--- src/rtl/axiSlave_settings.svh ---
`ifndef AXI_SLAVE_SETTINGS_SVH
`define AXI_SLAVE_SETTINGS_SVH

// AXI-Lite data bus width
`define AXI_DWIDTH 32

// byte strobe width, one bit per data byte
`define AXI_SWIDTH (`AXI_DWIDTH / 8)

// byte address width
`define AXI_AWIDTH 16

// number of 32-bit words in the register bank
`define REG_COUNT 16

// read-only identification word at offset 0
`define REG_ID_VALUE 32'h5A11_0001

`endif

--- src/rtl/axiSlavePkg.sv ---
`default_nettype none

`include "axiSlave_settings.svh"

package axiSlavePkg;

  // AXI response codes, only the two the bank can return
  typedef enum logic [1:0] {
    OKAY   = 2'b00,
    SLVERR = 2'b10
  } respT;

  // one address beat, shared by AW and AR
  typedef struct packed {
    logic [`AXI_AWIDTH-1:0] addr;
  } addrBeatT;

  // one write data beat
  typedef struct packed {
    logic [`AXI_DWIDTH-1:0] data;
    logic [`AXI_SWIDTH-1:0] strb;
  } dataBeatT;

endpackage

`default_nettype wire

--- src/rtl/regAccessIf.sv ---
`timescale 1ns/1ps
`default_nettype none

`include "axiSlave_settings.svh"

interface regAccessIf;

  // write path, error comes back in the same cycle
  logic                   wrEn;
  logic [`AXI_AWIDTH-1:0] wrAddr;
  logic [`AXI_DWIDTH-1:0] wrData;
  logic [`AXI_SWIDTH-1:0] wrStrb;
  logic                   wrErr;

  // read path, data and error are registered one cycle after rdEn
  logic                   rdEn;
  logic [`AXI_AWIDTH-1:0] rdAddr;
  logic [`AXI_DWIDTH-1:0] rdData;
  logic                   rdErr;

  modport front (
    output wrEn, wrAddr, wrData, wrStrb,
    input  wrErr,
    output rdEn, rdAddr,
    input  rdData, rdErr
  );

  modport bank (
    input  wrEn, wrAddr, wrData, wrStrb,
    output wrErr,
    input  rdEn, rdAddr,
    output rdData, rdErr
  );

endinterface

`default_nettype wire

--- src/rtl/chanHold.sv ---
`timescale 1ns/1ps
`default_nettype none

module chanHold #(
  parameter type payloadT = logic
) (
  input  wire logic    ACLK,
  input  wire logic    ARESTn,
  input  wire logic    inValid,
  output logic         inReady,
  input  wire payloadT inBeat,
  output logic         full,
  output payloadT      beat,
  input  wire logic    releaseBeat
);

  logic capture;

  // ready is simply "holder empty", so it is high straight out of reset
  assign inReady = !full;
  assign capture = inValid && inReady;

  // occupancy flag
  always_ff @(posedge ACLK or negedge ARESTn) begin
    if (!ARESTn) begin
      full <= 1'b0;
    end else if (releaseBeat) begin
      full <= 1'b0;
    end else if (capture) begin
      full <= 1'b1;
    end
  end

  // payload only moves on a handshake
  always_ff @(posedge ACLK) begin
    if (capture) begin
      beat <= inBeat;
    end
  end

endmodule

`default_nettype wire

--- src/rtl/regBank.sv ---
`timescale 1ns/1ps
`default_nettype none

`include "axiSlave_settings.svh"

module regBank (
  input  wire logic ACLK,
  input  wire logic ARESTn,
  regAccessIf.bank  regs
);

  localparam int IDX_W = `AXI_AWIDTH - 2;

  // word 0 is the ID constant, so storage starts at 1
  logic [`AXI_DWIDTH-1:0] regFile [1:`REG_COUNT-1];
  logic [IDX_W-1:0]       wrIdx;
  logic [IDX_W-1:0]       rdIdx;
  logic                   rdBad;
  logic [`AXI_DWIDTH-1:0] rdWord;

  // byte address to word index, low two bits dropped
  assign wrIdx = regs.wrAddr[`AXI_AWIDTH-1:2];
  assign rdIdx = regs.rdAddr[`AXI_AWIDTH-1:2];

  // out of range, or an attempt to overwrite the ID word
  assign regs.wrErr = (wrIdx >= IDX_W'(`REG_COUNT)) || (wrIdx == '0);
  assign rdBad      = (rdIdx >= IDX_W'(`REG_COUNT));

  always_ff @(posedge ACLK or negedge ARESTn) begin
    if (!ARESTn) begin
      for (int i = 1; i < `REG_COUNT; i++) begin
        regFile[i] <= '0;
      end
    end else if (regs.wrEn && !regs.wrErr) begin
      for (int i = 1; i < `REG_COUNT; i++) begin
        if (wrIdx == IDX_W'(i)) begin
          for (int b = 0; b < `AXI_SWIDTH; b++) begin
            if (regs.wrStrb[b]) begin
              regFile[i][8*b +: 8] <= regs.wrData[8*b +: 8];
            end
          end
        end
      end
    end
  end

  // read mux, unmapped words read as zero
  always_comb begin
    rdWord = '0;
    if (rdIdx == '0) begin
      rdWord = `REG_ID_VALUE;
    end
    for (int i = 1; i < `REG_COUNT; i++) begin
      if (rdIdx == IDX_W'(i)) begin
        rdWord = regFile[i];
      end
    end
  end

  // Sampled before this edge's write lands, so a same-cycle read sees the old word.
  always_ff @(posedge ACLK) begin
    if (regs.rdEn) begin
      regs.rdData <= rdWord;
    end
  end

  always_ff @(posedge ACLK or negedge ARESTn) begin
    if (!ARESTn) begin
      regs.rdErr <= 1'b0;
    end else if (regs.rdEn) begin
      regs.rdErr <= rdBad;
    end
  end

endmodule

`default_nettype wire

--- src/rtl/axiWriteFront.sv ---
`timescale 1ns/1ps
`default_nettype none

`include "axiSlave_settings.svh"

module axiWriteFront (
  input  wire logic                   ACLK,
  input  wire logic                   ARESTn,
  input  wire logic                   AWVALID,
  input  wire logic [`AXI_AWIDTH-1:0] AWADDR,
  output logic                        AWREADY,
  input  wire logic                   WVALID,
  input  wire logic [`AXI_DWIDTH-1:0] WDATA,
  input  wire logic [`AXI_SWIDTH-1:0] WSTRB,
  output logic                        WREADY,
  input  wire logic                   BREADY,
  output logic                        BVALID,
  output axiSlavePkg::respT           BRESP,
  regAccessIf.front                   regs
);

  import axiSlavePkg::*;

  typedef enum logic {
    IDLE,
    RESPOND
  } stateT;

  stateT    state;
  addrBeatT awIn;
  addrBeatT awHeld;
  dataBeatT wIn;
  dataBeatT wHeld;
  logic     awFull;
  logic     wFull;
  logic     bDone;

  assign awIn.addr = AWADDR;
  assign wIn.data  = WDATA;
  assign wIn.strb  = WSTRB;

  // AW and W are taken independently, order does not matter
  chanHold #(.payloadT(addrBeatT)) awHold (
    .ACLK        (ACLK),
    .ARESTn      (ARESTn),
    .inValid     (AWVALID),
    .inReady     (AWREADY),
    .inBeat      (awIn),
    .full        (awFull),
    .beat        (awHeld),
    .releaseBeat (bDone)
  );

  chanHold #(.payloadT(dataBeatT)) wHold (
    .ACLK        (ACLK),
    .ARESTn      (ARESTn),
    .inValid     (WVALID),
    .inReady     (WREADY),
    .inBeat      (wIn),
    .full        (wFull),
    .beat        (wHeld),
    .releaseBeat (bDone)
  );

  // one strobe in the first idle cycle with both beats held
  assign regs.wrEn   = (state == IDLE) && awFull && wFull;
  assign regs.wrAddr = awHeld.addr;
  assign regs.wrData = wHeld.data;
  assign regs.wrStrb = wHeld.strb;

  assign BVALID = (state == RESPOND);
  assign bDone  = BVALID && BREADY;

  always_ff @(posedge ACLK or negedge ARESTn) begin
    if (!ARESTn) begin
      state <= IDLE;
      BRESP <= OKAY;
    end else begin
      case (state)
        IDLE: begin
          if (regs.wrEn) begin
            state <= RESPOND;
            BRESP <= regs.wrErr ? SLVERR : OKAY;
          end
        end
        // BRESP stays put until the master takes it
        RESPOND: begin
          if (bDone) begin
            state <= IDLE;
          end
        end
        default: state <= IDLE;
      endcase
    end
  end

endmodule

`default_nettype wire

--- src/rtl/axiReadFront.sv ---
`timescale 1ns/1ps
`default_nettype none

`include "axiSlave_settings.svh"

module axiReadFront (
  input  wire logic                   ACLK,
  input  wire logic                   ARESTn,
  input  wire logic                   ARVALID,
  input  wire logic [`AXI_AWIDTH-1:0] ARADDR,
  output logic                        ARREADY,
  input  wire logic                   RREADY,
  output logic                        RVALID,
  output logic [`AXI_DWIDTH-1:0]      RDATA,
  output axiSlavePkg::respT           RRESP,
  regAccessIf.front                   regs
);

  import axiSlavePkg::*;

  typedef enum logic {
    IDLE,
    RESPOND
  } stateT;

  stateT    state;
  addrBeatT arIn;
  addrBeatT arHeld;
  logic     arFull;
  logic     rDone;

  assign arIn.addr = ARADDR;

  chanHold #(.payloadT(addrBeatT)) arHold (
    .ACLK        (ACLK),
    .ARESTn      (ARESTn),
    .inValid     (ARVALID),
    .inReady     (ARREADY),
    .inBeat      (arIn),
    .full        (arFull),
    .beat        (arHeld),
    .releaseBeat (rDone)
  );

  // strobe the bank once, the cycle after AR lands in the holder
  assign regs.rdEn   = (state == IDLE) && arFull;
  assign regs.rdAddr = arHeld.addr;

  // bank output only changes on rdEn, so it is stable while RVALID waits
  assign RVALID = (state == RESPOND);
  assign RDATA  = regs.rdData;
  assign RRESP  = regs.rdErr ? SLVERR : OKAY;
  assign rDone  = RVALID && RREADY;

  always_ff @(posedge ACLK or negedge ARESTn) begin
    if (!ARESTn) begin
      state <= IDLE;
    end else begin
      case (state)
        IDLE: begin
          if (regs.rdEn) begin
            state <= RESPOND;
          end
        end
        RESPOND: begin
          if (rDone) begin
            state <= IDLE;
          end
        end
        default: state <= IDLE;
      endcase
    end
  end

endmodule

`default_nettype wire

--- src/rtl/axiLiteRegs.sv ---
`timescale 1ns/1ps
`default_nettype none

`include "axiSlave_settings.svh"

module axiLiteRegs (
  input  wire logic                   ACLK,
  input  wire logic                   ARESTn,
  // write address
  input  wire logic                   AWVALID,
  output logic                        AWREADY,
  input  wire logic [`AXI_AWIDTH-1:0] AWADDR,
  // write data
  input  wire logic                   WVALID,
  output logic                        WREADY,
  input  wire logic [`AXI_DWIDTH-1:0] WDATA,
  input  wire logic [`AXI_SWIDTH-1:0] WSTRB,
  // write response
  input  wire logic                   BREADY,
  output logic                        BVALID,
  output axiSlavePkg::respT           BRESP,
  // read address
  input  wire logic                   ARVALID,
  output logic                        ARREADY,
  input  wire logic [`AXI_AWIDTH-1:0] ARADDR,
  // read data
  input  wire logic                   RREADY,
  output logic                        RVALID,
  output logic [`AXI_DWIDTH-1:0]      RDATA,
  output axiSlavePkg::respT           RRESP
);

  regAccessIf regsIf ();

  axiWriteFront writeFront (
    .ACLK    (ACLK),
    .ARESTn  (ARESTn),
    .AWVALID (AWVALID),
    .AWADDR  (AWADDR),
    .AWREADY (AWREADY),
    .WVALID  (WVALID),
    .WDATA   (WDATA),
    .WSTRB   (WSTRB),
    .WREADY  (WREADY),
    .BREADY  (BREADY),
    .BVALID  (BVALID),
    .BRESP   (BRESP),
    .regs    (regsIf.front)
  );

  axiReadFront readFront (
    .ACLK    (ACLK),
    .ARESTn  (ARESTn),
    .ARVALID (ARVALID),
    .ARADDR  (ARADDR),
    .ARREADY (ARREADY),
    .RREADY  (RREADY),
    .RVALID  (RVALID),
    .RDATA   (RDATA),
    .RRESP   (RRESP),
    .regs    (regsIf.front)
  );

  regBank bank (
    .ACLK   (ACLK),
    .ARESTn (ARESTn),
    .regs   (regsIf.bank)
  );

endmodule

`default_nettype wire

--- config.mk ---
export PLATFORM = sky130hd
export DESIGN_NAME = axiLiteRegs
export DESIGN_NICKNAME = d
export VERILOG_FILES = /design/src/rtl/axiSlavePkg.sv /design/src/rtl/regAccessIf.sv /design/src/rtl/chanHold.sv /design/src/rtl/regBank.sv /design/src/rtl/axiWriteFront.sv /design/src/rtl/axiReadFront.sv /design/src/rtl/axiLiteRegs.sv
export VERILOG_INCLUDE_DIRS = /design/src /design/src/rtl
export SDC_FILE = /design/constraint.sdc
export NUM_CORES = 1
export LEC_CHECK = 0
export BUFFER_PORTS_ARGS = -buffer_cell sky130_fd_sc_hd__buf_2
export CORE_AREA = 5 5 235 237
export CTS_CLUSTER_SIZE = 10
export DETAILED_ROUTE_END_ITERATION = 10
export DIE_AREA = 0 0 240 242
export PLACE_DENSITY = 0.72
export SETUP_SLACK_MARGIN = 0.15
export SLEW_MARGIN = 20
export SYNTH_ARGS = -nofsm -noshare
export SYNTH_HDL_FRONTEND = slang
export SYNTH_SLANG_ARGS = --single-unit
--- constraint.sdc ---
create_clock -name ACLK -period 3.66 [get_ports ACLK]
set_input_delay 0.183 -clock ACLK [delete_from_list [all_inputs] [get_ports ACLK]]
set_output_delay 0.183 -clock ACLK [all_outputs]
set_load 0.01 [all_outputs]
==> results of run 1 <==
-- worst max-delay path: stages (launching register included) --
cell and delay, ps:
edfxtp_1 590, buf_12 310, clkinv_1 150, nor2_2 460, nand2_1 510, o32ai_1 390
a21oi_1 70, a221o_1 270
-- registers in the layout, summed over array words and instances, names as in the netlist --
register and flops:
bank.regs.rdErr 1, bank.regFile 480, writeFront.awHold.full 1, writeFront.wHold.full 1, writeFront.wHold.beat 36, readFront.RVALID 1
writeFront.BVALID 1, readFront.arHold.beat 14, writeFront.BRESP 1, writeFront.awHold.beat 14, readFront.arHold.full 1, bank.regs.rdData 32
-- area by class of cell --
type	count	area share, %
Sequential cell	583	49.7
Multi-Input combinational cell	1214	34.7
Clock buffer	105	6.52
Timing Repair Buffer	244	6.00
Tap cell	696	2.87
Inverter	19	0.235
-- cell families (layout without fill, tap and decap cells) --
| group | count (synthesis) | after routing | share of synthesized area, % |
|---|---|---|---|
| compound gates | 355 | 355 | 9.02 |
| other cells | 1 | 2 | 0.0144 |
| simple gates | 307 | 307 | 6.65 |
| buf+inv | 142 | 368 | 2.21 |
| flops | 583 | 583 | 57.7 |
| mux | 550 | 550 | 24.4 |
-- worst max path at each step --
stage	to
floorplan	writeFront.wHold.beat[0]
global placement	bank.regs.rdData[1]
detailed placement	bank.regs.rdData[6]
CTS	bank.regs.rdData[6]
global route	bank.regs.rdData[6]
finish	bank.regs.rdData[6]
-- cell usage in the layout (no fill, tap or decap), types with 6 or more instances in the layout --
| master | instances |
|---|---|
| mux2_2 | 504 |
| dfrtp_1 | 487 |
| buf_2 | 108 |
| edfxtp_1 | 96 |
| a21oi_1 | 79 |
| o21ai_0 | 74 |
| clkbuf_16 | 73 |
| dlygate4sd3_1 | 70 |
| nor2_1 | 69 |
| nand2_1 | 65 |
| buf_4 | 59 |
| o22ai_1 | 39 |
| nand2_2 | 36 |
| nor2_4 | 29 |
| clkbuf_1 | 29 |
| nor2b_1 | 27 |
| mux2i_1 | 24 |
| a22oi_1 | 22 |
| mux4_2 | 19 |
| inv_1 | 18 |
| a211oi_1 | 17 |
| nor3_1 | 15 |
| nand2b_1 | 14 |
| a22o_1 | 14 |
| nand3_1 | 10 |
| a31oi_1 | 10 |
| and2_1 | 10 |
| a221oi_1 | 9 |
| a221o_1 | 9 |
| o221ai_1 | 8 |
| o211ai_1 | 8 |
| o31ai_1 | 8 |
| o32ai_1 | 7 |
| o2bb2ai_1 | 6 |
| a211o_1 | 6 |
| buf_12 | 6 |
-- layer usage --
metal / track usage, % / part of all wire (%) / vias to the layer above
met5: 0 / 0 / -
met4: 12.6 / 5.2 / 0
met3: 5.82 / 8.3 / 213
met2: 40.1 / 46 / 790
met1: 35.7 / 40 / 9199
li1: - / - / 7587
-- power breakdown --
part | internal, mW | leakage, nW | switching (mW) | total [mW]
Combinational | 0.382 | 5.31 | 0.846 | 1.23
Clock | 3.67 | 0.955 | 2.54 | 6.21
Sequential | 6.84 | 7.69 | 0.269 | 7.11
==> impl_metrics.py, run 1 <==
metrics = {
    "power": {
        "powerDensity_mw_per_mm2": 480,
        "ir_drop_mv": 0.551,
        "power_leakage_nw": 14.0,
        "finalPower_mw": 14.5,
    },
    "timing": {
        "drv_slew": 0,
        "final.period_utilization_pct": 82.8,
        "setup_viol": 0,
        "fmax_ghz": 0.330,
        "hold_viol_final": 0,
        "fin_setup_tns_ps": 0,
        "whs_ps": 151,
        "rsz0062_at_grt": "no",
        "finalCriticalPeriod_ps": 3030,
        "slew_headroom_pct": 28.7,
        "setup_ws_ps": 630,
        "fin_skew_ps": 21.6,
        "tightest_slew_ps": 1060,
    },
    "critical_path": {
        "worstPathRequired_ps": 3990,
        "worst_ep_arrival_time_ps": 3360,
        "worstSetupStartpointType": "flop",
        "crit_path_end_kind": "flop",
        "regToRegStartpoint": "readFront.arHold.beat[3]",
        "reg2regPathDepth": 7,
        "r2r_end": "bank.regs.rdData[6]",
        "worstSetupPathType": "reg2reg",
        "r2r_slack_ps": 630,
        "critPathLaunch": "readFront.arHold.beat[3]",
        "crit_fanout": 45,
    },
    "clocking": {
        "clk_pin_slew_ps": 60,
        "clk_path_buf_depth": 3,
        "ctsResizeCount": 0,
        "root_buffer": "clkbuf_16",
        "clock_latency_ps": 590,
        "htreeDepth": 3,
        "cts.sinks": 583,
        "post-cts-setup-buffers": 0,
        "cts_tree": "built",
        "cts_inserted_buffers": 68,
        "postCtsHoldBufs": 70,
    },
    "route": {
        "wire_per_inst_microns": 26.5,
        "first_pass_iters": 9,
        "vias": 17800,
        "ant_nets": 0,
        "drt-total-wl_mm": 75.9,
        "first_iter_violations": 1710,
        "drcViolationCount": 0,
        "vias_per_cell": 6.22,
    },
    "synth": {
        "synth_commonest_cells": "mux2_2 (504), dfrtp_1 (487), edfxtp_1 (96)",
        "seq_area_frac_synth_pct": 57.7,
        "synth_ff_type": "dfrtp_1",
        "synth.most_common_cell": "mux2_2",
        "netlist_area_sq_mm": 0.0261,
        "ys_ff_latch": 583,
        "yosysWarnings": 0,
        "synth_cell_type_count": 64,
        "synth_cells": 1938,
        "synth.avg_cell_area_sq_um": 13.5,
        "async_flop_share_pct": 83.5,
        "synth_top_cell_by_area": "dfrtp_1",
        "synth_top_area_share_pct": 46.7,
        "ys_top_cells_by_area": "dfrtp_1 (47%), mux2_2 (22%), edfxtp_1 (11%)",
        "synth_edf_count": 96,
    },
    "layout": {
        "final_util_pct": 57.1,
        "stdcell_area_sq_mm": 0.0303,
        "drive_above_1_share_pct": 39.4,
        "register_area_sq_mm": 0.0151,
        "nets": 2205,
        "stdcell_count": 2861,
        "antenna_cells": 0,
        "areaGrowthSynthToFinish_pct": 16.0,
        "fillers": 4233,
        "multi_input_area_sq_mm": 0.0105,
    },
    "global_routing": {
        "grt_overflow": 0,
        "grt_pass1_vias": 18700,
        "grt_pass1_wl_mm": 116,
        "grt_max_degree": 105,
        "track_usage_pct": 26.2,
        "antenna_found_initial": 0,
    },
    "placement": {
        "gp_congestion": 0.883,
        "io_buffers": 109,
        "placedCellCount": 2686,
        "pre_cts_ws_ps": 713,
        "place_hpwl_mm": 47.0,
        "place_area_sq_mm": 0.0276,
    },
    "floorplanning": {
        "initial_core_util_pct": 49.2,
        "ios": 116,
        "fp.dieW_microns": 240,
        "core_area_sq_mm": 0.0531,
        "num_rows": 85,
        "die_area_sq_mm": 0.0581,
        "fp.dieH_microns": 242,
    },
    "min_path": {
        "holdPathEnd": "writeFront.awHold.beat[5]",
        "hp-class": "in2reg",
        "hold_depth": 2,
        "min_from": "AWVALID",
    },
    "job": {
        "drv_cap": 0,
    },
    "status": {
        "outcome": "complete, no violations",
    },
}
Note: power is estimated with default switching activity, not from simulation.
==> run 2, diff against run 1 <==
- PLACE_DENSITY: 0.72 -> 0.75
- clock period: 3.66 -> 2.5 ns (I/O delays scaled with it)
==> run 2 against run 1 <==
  * Clock skew is 3.8 ps lower
  * Flip-flop and latch count unchanged
  * Final area grew 7.1%
  * Highest routed layer unchanged
  * Sequential power is 46% higher
==> impl_metrics.py, run 2 (same netlist as run 1, synthesis figures left out) <==
metrics = {
    "critical_path": {
        "crit_path_end_kind": "flop",
        "crit_fanout": 8,
        "worstPathRequired_ps": 2960,
        "worst_ep_arrival_time_ps": 2870,
        "regToRegStartpoint": "writeFront.awHold.beat[7]",
        "worstSetupPathType": "reg2reg",
        "r2r_slack_ps": 90,
        "reg2regPathDepth": 8,
        "r2r_end": "bank.regFile[390]",
        "worstSetupStartpointType": "flop",
    },
    "clocking": {
        "clk_path_buf_depth": 3,
        "cts.sinks": 583,
        "cts_inserted_buffers": 69,
        "clk_pin_slew_ps": 60,
        "clock_latency_ps": 600,
        "root_buffer": "clkbuf_16",
        "cts_tree": "built",
        "htreeDepth": 3,
    },
    "placement": {
        "place_area_sq_mm": 0.0285,
        "gp_congestion": 0.931,
        "pre_cts_ws_ps": -75.3,
        "io_buffers": 109,
        "place_hpwl_mm": 50.2,
    },
    "layout": {
        "largest_register_ffs": 480,
        "top_register": "bank.regFile",
        "reg_top3": "bank.regFile: 480 flops, writeFront.wHold.beat: 36 flops, bank.regs.rdData: 32 flops",
        "stdcell_area_sq_mm": 0.0325,
        "final_cell_mix": "dfrtp_1 (487), mux2_2 (419), buf_4 (132)",
        "drive_above_1_share_pct": 44.0,
        "layout_commonest_cell": "dfrtp_1",
        "areaGrowthSynthToFinish_pct": 24.3,
        "antenna_cells": 0,
        "nets": 2338,
        "fillers": 3863,
    },
    "floorplanning": {
        "die_area_sq_mm": 0.0581,
        "ios": 116,
        "num_rows": 85,
        "fp.dieW_microns": 240,
        "initial_core_util_pct": 49.2,
        "fp.dieH_microns": 242,
        "core_area_sq_mm": 0.0531,
    },
    "route": {
        "first_iter_violations": 1968,
        "drcViolationCount": 0,
        "vias_per_cell": 6.19,
        "first_pass_iters": 6,
        "ant_nets": 0,
        "wire_per_inst_microns": 26.1,
        "drt-total-wl_mm": 78.1,
        "vias": 18500,
    },
    "power": {
        "powerDensity_mw_per_mm2": 664,
        "power_leakage_nw": 15.2,
        "finalPower_mw": 21.5,
        "ir_drop_mv": 0.652,
    },
    "timing": {
        "setup_viol": 0,
        "rsz0062_at_grt": "yes",
        "drv_slew": 0,
        "finalCriticalPeriod_ps": 2410,
        "fin_setup_tns_ps": 0,
        "whs_ps": 178,
        "tightest_slew_ps": 690,
        "slew_headroom_pct": 54.0,
        "setup_ws_ps": 91.7,
        "fmax_ghz": 0.415,
        "hold_viol_final": 0,
        "fin_skew_ps": 17.8,
        "final.period_utilization_pct": 96.3,
    },
    "status": {
        "outcome": "complete, no violations",
    },
    "min_path": {
        "min_from": "ARVALID",
        "hp-class": "in2reg",
        "holdPathEnd": "readFront.arHold.beat[5]",
        "hold_depth": 3,
    },
    "global_routing": {
        "grt_pass1_wl_mm": 119,
        "grt_max_degree": 112,
        "track_usage_pct": 26.4,
        "antenna_found_initial": 0,
        "grt_overflow": 0,
        "grt_pass1_vias": 19400,
    },
    "job": {
        "drv_cap": 0,
    },
}
==> run 2: cell types whose count changed in the layout (fill, tap and decap cells not counted), moves of 9 or more <==
| cell | previous run | this run |
|---|---|---|
| buf_4 | 59 | 132 |
| nand2_4 | 0 | 21 |
| mux2_2 | 504 | 419 |
| nand2_2 | 36 | 19 |
| buf_12 | 6 | 45 |
| nor2_1 | 69 | 60 |
| mux2_4 | 0 | 87 |
| buf_6 | 0 | 16 |
==> run 2: power breakdown <==
part | internal [mW] | switching [mW]
sequential | 10.0 | 0.405
combinational | 0.719 | 1.29
clock | 5.38 | 3.74
==> run 2: worst max-delay path by stage <==
stage                              start             endpoint  slack, ps
3_3_place_gp    readFront.arHold.beat[2]  bank.regs.rdData[1]        -60
2_1_floorplan  writeFront.awHold.beat[7]    bank.regFile[344]        180
4_1_cts        writeFront.awHold.beat[8]    bank.regFile[139]         50
3_5_place_dp   writeFront.awHold.beat[7]     bank.regFile[73]        -80
5_1_grt        writeFront.awHold.beat[7]    bank.regFile[391]         60
6_report       writeFront.awHold.beat[7]    bank.regFile[390]         90
==> run 2: what timing repair did <==
action,CTS,global route
setup buffers,29,14
gates resized for setup,35,140
endpoints found under the setup margin,458,496
pin swaps,25,32
hold buffers,73,0
endpoints found under the hold margin,507,0
==> run 2: critical path, cell delays in order (launching register included) <==
cell      delay (ps)
edfxtp_1         410
nor4_4           330
buf_4            180
nand3_4          120
buf_4            190
nor4_2           250
buf_4            260
nand2_2          210
mux2_2           330
==> run 2: cell type report <==
class	count	area (sq um)	area share, %
Inverter	19	71.3	0.220
Multi-Input combinational cell	1214	11100	34.2
Sequential cell	583	15100	46.4
Clock buffer	105	1980	6.09
Timing Repair Buffer	376	3370	10.4
Tap cell	696	871	2.68
Clock inverter	1	8.76	0.0270
==> run 2: through the flow <==
stage	util (%)	std cells
floorplan	-	1939
global placement	53.7	2772
detailed placement	53.7	2772
CTS	59.9	2980
global route	61.2	2994
finish	61.2	2994
==> run 2: layer usage <==
layer	share of wire [%]	GRT usage [%]	vias up	wire length (microns)
met4	4.8	12.1	0	3770
met2	47	40.9	940	36500
met5	0	0	-	0
met3	8.4	5.99	227	6580
li1	-	-	7834	-
met1	40	35.8	9518	31300
